**config.mk**
```make
export PLATFORM = sky130hd
export DESIGN_NAME = mips_decoder
export DESIGN_NICKNAME = d
export VERILOG_FILES = /design/src/design/mips_pkg.sv /design/src/design/mips_decoder.sv
export SDC_FILE = /design/constraint.sdc
export NUM_CORES = 1
export LEC_CHECK = 0
export BUFFER_PORTS_ARGS = -buffer_cell sky130_fd_sc_hd__buf_2
export CELL_PAD_IN_SITES_DETAIL_PLACEMENT = 0
export CELL_PAD_IN_SITES_GLOBAL_PLACEMENT = 2
export CORE_ASPECT_RATIO = 2
export CORE_MARGIN = 3
export CORE_UTILIZATION = 16
export DETAILED_ROUTE_END_ITERATION = 10
export GPL_TIMING_DRIVEN = 0
export PLACE_DENSITY_LB_ADDON = 0.1
export SLEW_MARGIN = 20
export SYNTH_ARGS = -nofsm -noshare
export SYNTH_HDL_FRONTEND = slang
export SYNTH_SLANG_ARGS = --single-unit
```
**constraint.sdc**
```tcl
create_clock -name vclk -period 3.5
set_input_delay 0.35 -clock vclk [all_inputs]
set_output_delay 0.35 -clock vclk [all_outputs]
set_load 0.005 [all_outputs]
```
**src/design/mips_pkg.sv**
```systemverilog
`default_nettype none

package mips_pkg;

    typedef logic [31:0] word_t;
    typedef logic [4:0]  reg_idx_t;
    typedef logic [5:0]  opcode_t;
    typedef logic [5:0]  funct_t;

    typedef enum logic [3:0] {
        ALU_ADD, ALU_SUB, ALU_AND, ALU_OR, ALU_XOR, ALU_NOR,
        ALU_SLT, ALU_SLTU, ALU_SLL, ALU_SRL, ALU_SRA, ALU_LUI
    } alu_op_t;

    // primary opcodes
    localparam opcode_t OP_SPECIAL = 6'h00;
    localparam opcode_t OP_REGIMM  = 6'h01;
    localparam opcode_t OP_J       = 6'h02;
    localparam opcode_t OP_JAL     = 6'h03;
    localparam opcode_t OP_BEQ     = 6'h04;
    localparam opcode_t OP_BNE     = 6'h05;
    localparam opcode_t OP_ADDIU   = 6'h09;
    localparam opcode_t OP_SLTI    = 6'h0A;
    localparam opcode_t OP_ANDI    = 6'h0C;
    localparam opcode_t OP_ORI     = 6'h0D;
    localparam opcode_t OP_XORI    = 6'h0E;
    localparam opcode_t OP_LUI     = 6'h0F;
    localparam opcode_t OP_LB      = 6'h20;
    localparam opcode_t OP_LH      = 6'h21;
    localparam opcode_t OP_LW      = 6'h23;
    localparam opcode_t OP_LBU     = 6'h24;
    localparam opcode_t OP_LHU     = 6'h25;
    localparam opcode_t OP_SB      = 6'h28;
    localparam opcode_t OP_SH      = 6'h29;
    localparam opcode_t OP_SW      = 6'h2B;

    // function field of SPECIAL
    localparam funct_t FN_SLL   = 6'h00;
    localparam funct_t FN_SRL   = 6'h02;
    localparam funct_t FN_SRA   = 6'h03;
    localparam funct_t FN_JR    = 6'h08;
    localparam funct_t FN_JALR  = 6'h09;
    localparam funct_t FN_MFHI  = 6'h10;
    localparam funct_t FN_MFLO  = 6'h12;
    localparam funct_t FN_MULT  = 6'h18;
    localparam funct_t FN_MULTU = 6'h19;
    localparam funct_t FN_ADDU  = 6'h21;
    localparam funct_t FN_SUBU  = 6'h23;
    localparam funct_t FN_AND   = 6'h24;
    localparam funct_t FN_OR    = 6'h25;
    localparam funct_t FN_XOR   = 6'h26;
    localparam funct_t FN_NOR   = 6'h27;
    localparam funct_t FN_SLT   = 6'h2A;
    localparam funct_t FN_SLTU  = 6'h2B;

    localparam reg_idx_t REG_RA = 5'd31;

endpackage

`default_nettype wire

```
**src/design/mips_decoder.sv**
```systemverilog
`default_nettype none

module mips_decoder
    import mips_pkg::*;
(
    input  wire word_t   instr,
    output alu_op_t      alu_op,
    output logic         use_imm,
    output logic         imm_zero_ext,
    output logic         reg_dst,
    output logic         reg_write,
    output logic         link,
    output logic         jump_imm,
    output logic         jump_reg,
    output logic         branch,
    output logic         load,
    output logic         store,
    output logic         partial_store,
    output logic         muldiv,
    output logic         mul_signed,
    output logic         move_hi,
    output logic         move_lo,
    output reg_idx_t     write_index
);
    opcode_t opcode;
    funct_t  funct;
    logic    link_const;

    assign opcode = instr[31:26];
    assign funct  = instr[5:0];

    always_comb begin
        alu_op       = ALU_ADD;
        use_imm      = 1'b0;
        imm_zero_ext = 1'b0;
        reg_write    = 1'b0;
        link_const   = 1'b0;
        link         = 1'b0;
        jump_imm     = 1'b0;
        jump_reg     = 1'b0;
        branch       = 1'b0;
        muldiv       = 1'b0;
        mul_signed   = 1'b0;
        move_hi      = 1'b0;
        move_lo      = 1'b0;
        case (opcode)
            OP_SPECIAL: begin
                reg_write = 1'b1;
                case (funct)
                    FN_ADDU: alu_op = ALU_ADD;
                    FN_SUBU: alu_op = ALU_SUB;
                    FN_AND:  alu_op = ALU_AND;
                    FN_OR:   alu_op = ALU_OR;
                    FN_XOR:  alu_op = ALU_XOR;
                    FN_NOR:  alu_op = ALU_NOR;
                    FN_SLT:  alu_op = ALU_SLT;
                    FN_SLTU: alu_op = ALU_SLTU;
                    FN_SLL:  alu_op = ALU_SLL;
                    FN_SRL:  alu_op = ALU_SRL;
                    FN_SRA:  alu_op = ALU_SRA;
                    FN_MFHI: move_hi = 1'b1;
                    FN_MFLO: move_lo = 1'b1;
                    FN_JR: begin
                        jump_reg  = 1'b1;
                        reg_write = 1'b0;
                    end
                    // jalr links into rd
                    FN_JALR: begin
                        jump_reg = 1'b1;
                        link     = 1'b1;
                    end
                    FN_MULT, FN_MULTU: begin
                        muldiv     = 1'b1;
                        mul_signed = (funct == FN_MULT);
                        reg_write  = 1'b0;
                    end
                    default: reg_write = 1'b0;
                endcase
            end
            // bltzal and bgezal have rt bit 4 set
            OP_REGIMM: begin
                branch     = 1'b1;
                link_const = instr[20];
                link       = instr[20];
                reg_write  = instr[20];
            end
            OP_J: jump_imm = 1'b1;
            OP_JAL: begin
                jump_imm   = 1'b1;
                link_const = 1'b1;
                link       = 1'b1;
                reg_write  = 1'b1;
            end
            OP_BEQ, OP_BNE: branch = 1'b1;
            OP_ADDIU, OP_SLTI, OP_ANDI, OP_ORI, OP_XORI, OP_LUI: begin
                use_imm      = 1'b1;
                reg_write    = 1'b1;
                imm_zero_ext = opcode inside {OP_ANDI, OP_ORI, OP_XORI};
                case (opcode)
                    OP_SLTI: alu_op = ALU_SLT;
                    OP_ANDI: alu_op = ALU_AND;
                    OP_ORI:  alu_op = ALU_OR;
                    OP_XORI: alu_op = ALU_XOR;
                    OP_LUI:  alu_op = ALU_LUI;
                    default: alu_op = ALU_ADD;
                endcase
            end
            OP_LB, OP_LH, OP_LW, OP_LBU, OP_LHU: reg_write = 1'b1;
            default: reg_write = 1'b0;
        endcase
    end

    assign load          = opcode inside {OP_LB, OP_LH, OP_LW, OP_LBU, OP_LHU};
    assign store         = opcode inside {OP_SB, OP_SH, OP_SW};
    assign partial_store = opcode inside {OP_SB, OP_SH};
    assign reg_dst       = (opcode == OP_SPECIAL);

    assign write_index = link_const ? REG_RA : (reg_dst ? instr[15:11] : instr[20:16]);

endmodule

`default_nettype wire

```
## Word level (Yosys, flattened, before mapping)

Cells that the tools add are included.

- Bits in read-only memories: 0
- Latch bits: 0
- Input bits: 32
- Output and inout port bits: 24
- Memory bits (writable): 0
- Bits in registers: 0
- Memories: 0
- Logic and storage cells: 72

- Multiplexer cells: 24
- Reductions and logical operators: 13
- Add/sub/neg operators: 0
- Div/mod/pow operators: 0
- Order comparisons: 0
- Shifts and indexed selects: 0
- Bitwise logic cells: 0
- $mul: 0
- Equal/unequal tests: 35

Operator list:

| cell | number |
|---|---|
| 6-bit == test, second input constant | 16 |
| 6-bit by 4-bit == test with 1-bit output, second input constant | 8 |
| 4-bit one-hot mux with 10 select lines | 1 |
| 6-bit by 2-bit == test with 1-bit output, second input constant | 4 |
| 6-bit by 5-bit == test with 1-bit output, second input constant | 4 |
| 4-bit one-hot mux with 5 select lines | 1 |
| 1-bit two-way mux | 16 |
| 14-bit OR reduction | 1 |
| 6-bit by 3-bit == test with 1-bit output, second input constant | 2 |
| 6-bit logical NOT | 2 |
| 12-bit OR reduction | 1 |
| 5-bit two-way mux | 2 |
| 4-bit one-hot mux with 2 select lines | 1 |
| 6-bit by 1-bit == test with 1-bit output, second input constant | 1 |
| 1-bit one-hot mux with 3 select lines | 2 |
| 3-bit nonzero test | 2 |
| 2-bit OR reduction | 3 |
| 6-bit OR reduction | 1 |
| 5-bit nonzero test | 1 |
| 3-bit OR reduction | 1 |
| 1-bit one-hot mux with 2 select lines | 1 |
| 2-bit nonzero test | 1 |

## Depth between registers and ports, before layout

Gate-level depths: netlist (run 1).

- Depth in word-level cells: 4
- Mapped depth: 7

## Worst setup path before layout (run 1)

Ideal clock, no wire load.

- Kind: input to output
- Start point: input port instr[28]
- End point: output port alu_op[0]
- Cell stages on the path: 5
- Arrival: 1.555 ns
- Path slack: 1.595 ns
- Buffers on the path: 1
- Cell sequence: buf_6 > nor4_4 > nand2_2 > or4_4 > o21ai_1

- Longest elaborated chain between the ends: 3
- Elaborated cells between the ends (all ways): 10

RTL lines:

| item | line | RTL |
|---|---|---|
| start: declaration | mips_decoder.sv:6 | `input wire word_t instr,` |
| 6-bit by 4-bit == test with 1-bit output (on tied branches) | mips_decoder.sv:46, mips_decoder.sv:99 |  |
| 4-bit one-hot mux with 5 select lines / 6-bit OR reduction (equally long branches) | mips_decoder.sv:99, mips_decoder.sv:46 |  |
| 4-bit one-hot mux with 2 select lines * | mips_decoder.sv:46 | `case (opcode)` |
| end: declaration | mips_decoder.sv:7 | `output alu_op_t alu_op,` |

Every way passes the cells marked *; elsewhere a longest branch is shown, timed or not.

## Worst setup path in the final report (run 1)

- Start point: input port instr[31]
- End point: output port alu_op[1]

The elaborated chain is that of the path after synthesis.

==> impl_results.rst, run 1 <==
.. list-table::
   :header-rows: 1

   * - Metric
     - Value
   * - Ratio of cells with drive above 1 in the final layout
     - 0.366
   * - Post-synth top cells
     - sky130_fd_sc_hd__nand2_1 (16), sky130_fd_sc_hd__nor2_1 (9), sky130_fd_sc_hd__nand3_1 (8), sky130_fd_sc_hd__inv_1 (5)
   * - Net count of the finished layout
     - 165
   * - Count of buffers from port buffering
     - 39
   * - Top-count cell post-synth
     - sky130_fd_sc_hd__nand2_1
   * - Count of flip-flops and latches
     - 0
   * - Maximum fanout count along the critical path
     - 8
   * - N_diodes
     - 0
   * - Routability-driven placement congestion ratio
     - 0.727
   * - Number of design-rule violations left by the first detailed-router iteration
     - 8
   * - Via count
     - 787
   * - Mapped Area
     - 532 um^2
   * - Total of fill cells in the finished design
     - between 300 and 400
   * - Global-route usage over all layers
     - 0.107
   * - Post-route minimum period
     - roughly 2.2 ns
   * - Worst setup timing slack at the placement stage
     - 1.25 ns
   * - Highest attainable clock frequency
     - 0.454 GHz
   * - Sequential element share of the synthesized area
     - 0
   * - Hold Fails Final Rpt
     - 0
   * - Post-CTS Setup Bufs
     - 0
   * - Area growth from synthesis to final layout
     - 44.0%
   * - Setup Total Neg Slack
     - 0 ns
   * - Worst relative slew slack
     - 0.586
   * - Peak supply drop
     - 0.0288 mV
   * - Critical Path Start
     - instr[31]
   * - Final wirelength
     - 2.08 mm
   * - Static leakage
     - 0.409 nW
   * - Slew Limit Fails
     - 0
   * - Full die area
     - 4090 um^2
   * - Total chip power
     - 0.0000648 W
   * - Slew @ Worst Pin
     - 0.618 ns
   * - Unique cell type count in the Yosys netlist
     - 34
   * - # IOs
     - 56
   * - Final HPWL DP
     - 1.76 mm
   * - Crit Path Class
     - in2out
   * - Largest cells by area after synthesis
     - sky130_fd_sc_hd__nand2_1 (11%), sky130_fd_sc_hd__nand3_1 (7.5%), sky130_fd_sc_hd__nor2_1 (6.4%), sky130_fd_sc_hd__nor2b_1 (4.7%), sky130_fd_sc_hd__nor4_4 (4.0%)
   * - Via-per-instance ratio
     - 4.86
   * - Required time worst endpoint
     - 3.15 ns
   * - Startpoint of the most critical hold path
     - instr[17]
   * - Residual antenna-violating net count after detailed routing
     - 0
   * - Max-cap violations
     - 0
   * - Vias in the first global route
     - a little under 800
   * - Arrival time at the worst endpoint
     - 1.85 ns
   * - Pin count of the biggest net entering global routing
     - 11
   * - Global-route wire length before repair
     - approximately 3.5 mm
   * - Net count after synthesis
     - 124
   * - Flip-flop and latch area
     - 0 um^2
   * - Final WS setup
     - 1.30 ns
   * - Crit. End Element
     - output port
   * - Number of gates resized after CTS
     - 0
   * - Placeable core region
     - ~3200 um^2
   * - Area used by multi-input combinational logic
     - ~470 um^2
   * - Layout clock buffer count
     - 0
   * - Area share of the largest cell type after synthesis
     - 0.113
   * - Yosys top cell by area
     - sky130_fd_sc_hd__nand2_1
   * - Final worst path period share
     - 0.630
   * - Chip Width
     - 46.8 um
   * - Ratio of total power to cell area
     - 84.6 nW/um^2
   * - Class of the most critical hold timing path
     - in2out
   * - Starting utilization of the core area
     - 0.167
   * - Kind of launch point of the worst setup path
     - input pin
   * - Finish-stage setup viols
     - 0
   * - Hold_buf cts
     - 0
   * - Floorplan die height
     - 87.5 um
   * - Unrepaired setup endpoints after global routing
     - false
   * - Overall overflow remaining after global route
     - 0
   * - Post-synthesis instance total
     - 92
   * - Routed wirelength normalized by instance count
     - 12.9 um
   * - Initial antenna violation count
     - 0
   * - Outcome
     - finished clean
   * - Number of DRC violations after detailed routing
     - 0
   * - Number of core rows
     - 29
   * - Count of yosys warnings during synthesis
     - 0
   * - Syn_area_per_cell
     - between 5 and 6 um^2
   * - Number of search-and-repair iterations in the first detailed-routing pass
     - 4
stage by stage:
step / utilization / instance area (um^2) / hold WS [ns] / instances
finish: 0.240 / 766 / 0.986 / 162
global route: 0.240 / 766 / 1.02 / 162
CTS: 0.240 / 766 / 0.988 / 162
detailed placement: 0.240 / 766 / 0.989 / 162
global placement: 0.240 / 766 / 0.982 / 162
floorplan: - / 532 / 0.731 / 92
layer usage:
| layer | vias up | global-route usage | share of wire | wire (um) |
|---|---|---|---|---|
| li1 | 403 | - | - | - |
| met1 | 361 | 0.125 | 0.36 | 750 |
| met2 | 23 | 0.213 | 0.58 | 1200 |
| met3 | 0 | 0.00412 | 0.064 | 134 |
| met4 | 0 | 0 | 0 | 0 |
| met5 | - | 0 | 0 | 0 |
cell usage in the layout (no fill, tap or decap), types with 2 or more instances in the layout:
master	n
sky130_fd_sc_hd__o22a_1	2
sky130_fd_sc_hd__o21ai_1	2
sky130_fd_sc_hd__o21ai_0	4
sky130_fd_sc_hd__nand2b_1	2
sky130_fd_sc_hd__a21oi_1	4
sky130_fd_sc_hd__nand3_1	8
sky130_fd_sc_hd__nor4b_1	2
sky130_fd_sc_hd__inv_1	5
sky130_fd_sc_hd__and3_1	3
sky130_fd_sc_hd__buf_2	42
sky130_fd_sc_hd__clkbuf_1	4
sky130_fd_sc_hd__nor3_1	3
sky130_fd_sc_hd__nor3b_1	2
sky130_fd_sc_hd__nor2_1	9
sky130_fd_sc_hd__nand2_1	16
sky130_fd_sc_hd__nor2b_1	4
sky130_fd_sc_hd__xor2_1	2
kinds of logic (layout without fill, tap and decap cells):
| group | Yosys count | in the layout | share of synthesized area |
|---|---|---|---|
| AO/OA/AOI/OAI | 20 | 20 | 0.252 |
| XOR/XNOR | 3 | 3 | 0.0494 |
| buffers and inverters | 13 | 52 | 0.113 |
| multiplexers | 1 | 1 | 0.0212 |
| AND/OR/NAND/NOR | 55 | 55 | 0.565 |
area by class of cell:
cell class	instances	area share
Timing Repair Buffer	39	0.255
Multi-Input combinational cell	79	0.616
Tap cell	31	0.0507
Inverter	5	0.0245
Buffer	8	0.0539
worst max-delay path, cell delays in order:
cell and delay, ns:
sky130_fd_sc_hd__buf_2 0.13, sky130_fd_sc_hd__nor4_4 0.33, sky130_fd_sc_hd__nand2_2 0.17, sky130_fd_sc_hd__or4_4 0.59
sky130_fd_sc_hd__o22ai_2 0.16, sky130_fd_sc_hd__buf_2 0.13
power breakdown:
part | switching (W) | internal (W)
clock network | 0 | 0
registers | 0 | 0
logic | 0.0000358 | 0.0000289
total | 0.0000358 | 0.0000289
worst paths after layout:
path	end	slack [ns]	depth (start not counted)
hold / removal	write_index[1]	0.99	4
setup / recovery	alu_op[1]	1.30	6
Note: power is estimated with default switching activity, not from simulation.
==> run 2, diff against run 1 <==
--- a/config.mk
+++ b/config.mk
@@ -5,12 +5,13 @@
 export SDC_FILE = /design/constraint.sdc
 export NUM_CORES = 1
 export LEC_CHECK = 0
+export ABC_AREA = 1
 export BUFFER_PORTS_ARGS = -buffer_cell sky130_fd_sc_hd__buf_2
 export CELL_PAD_IN_SITES_DETAIL_PLACEMENT = 0
 export CELL_PAD_IN_SITES_GLOBAL_PLACEMENT = 2
 export CORE_ASPECT_RATIO = 2
 export CORE_MARGIN = 3
-export CORE_UTILIZATION = 16
+export CORE_UTILIZATION = 13
 export DETAILED_ROUTE_END_ITERATION = 10
 export GPL_TIMING_DRIVEN = 0
 export PLACE_DENSITY_LB_ADDON = 0.1
==> constraint.sdc (replaced) <==
create_clock -name vclk -period 1.95
set_input_delay 0.195 -clock vclk [all_inputs]
set_output_delay 0.195 -clock vclk [all_outputs]
set_load 0.005 [all_outputs]
==> run 2 against run 1 <==
Routed wire length up 16%. Die area rose by 26%. Clock-buffer cell count did not move. Critical path depth increased by 3. Global-route usage down 1.4 points. Utilization is 3.3 points lower. Non-clock buffer count unchanged. Worst setup slack got worse by 0.90 ns. Combinational power up 79%. Synthesized area grew 4.7%. Sequential share of layout area is the same. Final cell count increased by 29%. Largest power group unchanged.
==> impl_results.rst, run 2 <==
.. list-table::
   :header-rows: 1

   * - Metric
     - Value
   * - Outcome
     - finished clean
   * - Final worst path period share
     - 0.795
   * - Total of fill cells in the finished design
     - 506 (+32%)
   * - Count of yosys warnings during synthesis
     - 0 (unchanged)
   * - Via count
     - 890 (+13%)
   * - Unrepaired setup endpoints after global routing
     - false
   * - Ratio of cells with drive above 1 in the final layout
     - 0.357 (-0.00972)
   * - Area growth from synthesis to final layout
     - 53.0%
   * - Number of placed cells counting well taps
     - 209 (+29%)
   * - Global-route wire length before repair
     - 3.90 mm (+12%)
   * - Routability-driven placement congestion ratio
     - 0.830 (+14%)
   * - Max-cap violations
     - 0 (unchanged)
   * - Hold_buf cts
     - 0 (unchanged)
   * - Setup Total Neg Slack
     - 0 ns (unchanged)
   * - Slew @ Worst Pin
     - 0.428 ns (-0.190 ns)
   * - Post-synthesis instance total
     - 111 (+21%)
   * - Post-route minimum period
     - 1.55 ns
   * - Post-CTS Setup Bufs
     - 0 (unchanged)
   * - Area of placed instances
     - 852 um^2 (+11%)
   * - Maximum fanout count along the critical path
     - 9 (+1)
   * - Net count after synthesis
     - 143 (+15%)
   * - Finished Core Util
     - 0.206 (-0.0334)
   * - Area share of the largest cell type after synthesis
     - 0.196 (+0.0826)
   * - Area used by multi-input combinational logic
     - 482 um^2 (+2.1%)
   * - Cell family with the largest share of critical-path delay
     - simple AND/OR/NAND/NOR gates
   * - Via-per-instance ratio
     - 4.26 (-12%)
   * - Global-route usage over all layers
     - 0.0936 (-0.0136)
   * - Pin count of the biggest net entering global routing
     - 11 (unchanged)
   * - Post-synth top cells
     - sky130_fd_sc_hd__nand2_1 (29), sky130_fd_sc_hd__nand3_1 (21), sky130_fd_sc_hd__nor2_1 (20), sky130_fd_sc_hd__inv_1 (16), sky130_fd_sc_hd__o21ai_1 (3)
   * - Layout clock buffer count
     - 0 (unchanged)
   * - Initial antenna violation count
     - 0 (unchanged)
   * - Finish-stage setup viols
     - 0 (unchanged)
   * - Slowest cell on the critical path
     - sky130_fd_sc_hd__nor3_2
   * - Critical-path cell list
     - buf_2, inv_1, nand2_1, nor3_2, nand3_2, clkinv_1, nand2_1, o21ai_0, buf_2
   * - Kind of launch point of the worst setup path
     - input pin
   * - Floorplan die height
     - 98.6 um (+13%)
   * - Sequential element share of the synthesized area
     - 0 (unchanged)
   * - Placeable core region
     - 4130 um^2 (+29%)
   * - End point of the critical path
     - alu_op[0]
   * - Class of the most critical hold timing path
     - in2out
   * - Highest attainable clock frequency
     - ~0.64 GHz
   * - Stage delay of the slowest cell on the critical path
     - 0.22 ns (-0.37 ns)
   * - Final HPWL DP
     - 2.20 mm (+25%)
   * - Worst relative slew slack
     - 0.714 (+0.128)
   * - Routed wirelength normalized by instance count
     - 11.6 um (-9.9%)
   * - Top-count cell post-synth
     - sky130_fd_sc_hd__nand2_1
   * - Required time worst endpoint
     - 1.75 ns (-1.40 ns)
   * - Final wirelength
     - 2.42 mm (+16%)
   * - N_diodes
     - 0 (unchanged)
   * - Cell area after layout
     - 852 um^2 (+11%)
   * - # IOs
     - 56 (unchanged)
   * - Overall overflow remaining after global route
     - 0 (unchanged)
   * - Peak supply drop
     - 0.0450 mV (+56%)
   * - Crit. End Element
     - output port
   * - Syn_area_per_cell
     - 5.02 um^2 (-13%)
   * - Flip-flop and latch area
     - 0 um^2 (unchanged)
   * - Vias in the first global route
     - 899 (+16%)
   * - Number of core rows
     - 33 (+14%)
   * - Arrival time at the worst endpoint
     - 1.36 ns (-0.49 ns)
   * - Count of placed standard cells in the final layout, fillers left out
     - 209 (+29%)
   * - Count of buffers from port buffering
     - 46 (+18%)
   * - Unique cell type count in the Yosys netlist
     - 21 (-38%)
   * - Number of DRC violations after detailed routing
     - 0 (unchanged)
   * - Residual antenna-violating net count after detailed routing
     - 0 (unchanged)
   * - Count of flip-flops and latches
     - 0 (unchanged)
   * - Number of search-and-repair iterations in the first detailed-routing pass
     - 4 (unchanged)
   * - Number of gates resized after CTS
     - 0 (unchanged)
   * - Stages on the worst setup path
     - 9 (+3)
   * - Starting utilization of the core area
     - 0.135 (-0.0317)
   * - Top library cells by usage in the layout, fill and taps aside
     - sky130_fd_sc_hd__buf_2 (46), sky130_fd_sc_hd__nand2_1 (29), sky130_fd_sc_hd__nand3_1 (21), sky130_fd_sc_hd__nor2_1 (20), sky130_fd_sc_hd__inv_1 (16)
   * - Number of design-rule violations left by the first detailed-router iteration
     - 11 (+3)
   * - Most frequent standard cell in the layout excluding fill and tap cells
     - sky130_fd_sc_hd__buf_2
   * - Crit Path Class
     - in2out
   * - Slew Limit Fails
     - 0 (unchanged)
   * - Static leakage
     - 0.516 nW (+26%)
   * - Chip Width
     - 52.3 um (+12%)
   * - Critical Path Start
     - instr[31]
   * - Largest cells by area after synthesis
     - sky130_fd_sc_hd__nand2_1 (20%), sky130_fd_sc_hd__nand3_1 (19%), sky130_fd_sc_hd__nor2_1 (13%), sky130_fd_sc_hd__inv_1 (11%), sky130_fd_sc_hd__nor4_4 (7.6%)
   * - Mapped Area
     - 557 um^2 (+4.7%)
   * - Yosys top cell by area
     - sky130_fd_sc_hd__nand2_1
   * - Full die area
     - 5150 um^2 (+26%)
   * - Ratio of total power to cell area
     - 136 nW/um^2 (+61%)
   * - Bufs and invs on worst path
     - 4 (+2)
   * - Hold Fails Final Rpt
     - 0 (unchanged)
   * - Net count of the finished layout
     - 191 (+16%)
==> run 2: cell count changes after synthesis, moves of 4 or more <==
cell                       delta
sky130_fd_sc_hd__nand2_1     +13
sky130_fd_sc_hd__nor2_1      +11
sky130_fd_sc_hd__inv_1       +11
sky130_fd_sc_hd__nand3_1     +13
sky130_fd_sc_hd__clkbuf_1     -4
==> run 2: worst min-delay path, delay by kind of cell <==
kind                   cells  cell delay, ns
AND/OR/NAND/NOR            2            0.09
buffers and inverters      2            0.18
==> run 2: where the power goes <==
part	switching (W)	leakage (nW)	internal (W)	total, W
Combinational	0.0000716	0.516	0.0000445	0.000116
Clock	0	0	0	0
Sequential	0	0	0	0
Total	0.0000716	0.516	0.0000445	0.000116
==> run 2: logic make-up after synthesis <==
family                 synth area share
AO/OA/AOI/OAI                     0.148
AND/OR/NAND/NOR                   0.717
buffers and inverters             0.135
==> run 2: worst min path at each step <==
stage,slack (ns),start,depth (start not counted),to
4_1_cts,0.67,instr[12],4,write_index[1]
2_1_floorplan,0.41,instr[4],1,jump_reg
3_3_place_gp,0.66,instr[11],4,write_index[0]
3_5_place_dp,0.66,instr[12],4,write_index[1]
5_1_grt,0.68,instr[11],4,write_index[0]
6_report,0.66,instr[11],4,write_index[0]
==> run 2: per-stage QoR <==
stage / hold slack, ns / power (W) / worst slack (ns)
5_1_grt: 0.678 / 0.000132 / 0.282
3_5_place_dp: 0.664 / 0.000118 / 0.345
2_1_floorplan: 0.411 / 0.0000556 / 0.821
4_1_cts: 0.665 / 0.000118 / 0.348
3_3_place_gp: 0.663 / 0.000118 / 0.327
6_report: 0.660 / 0.000116 / 0.399
==> run 2: cell type report <==
type | instances | share of cell area
multi-input combinational | 93 | 0.565
buffer | 1 | 0.0132
tap | 52 | 0.0764
inverter | 17 | 0.0749
timing repair buffer | 46 | 0.270
==> run 2: routing by layer <==
layer / vias up / GRT usage / share of wire
li1: 460 / - / -
met5: - / 0 / 0
met3: 0 / 0.00605 / 0.058
met1: 401 / 0.0783 / 0.31
met4: 0 / 0.00394 / 0
met2: 29 / 0.218 / 0.64
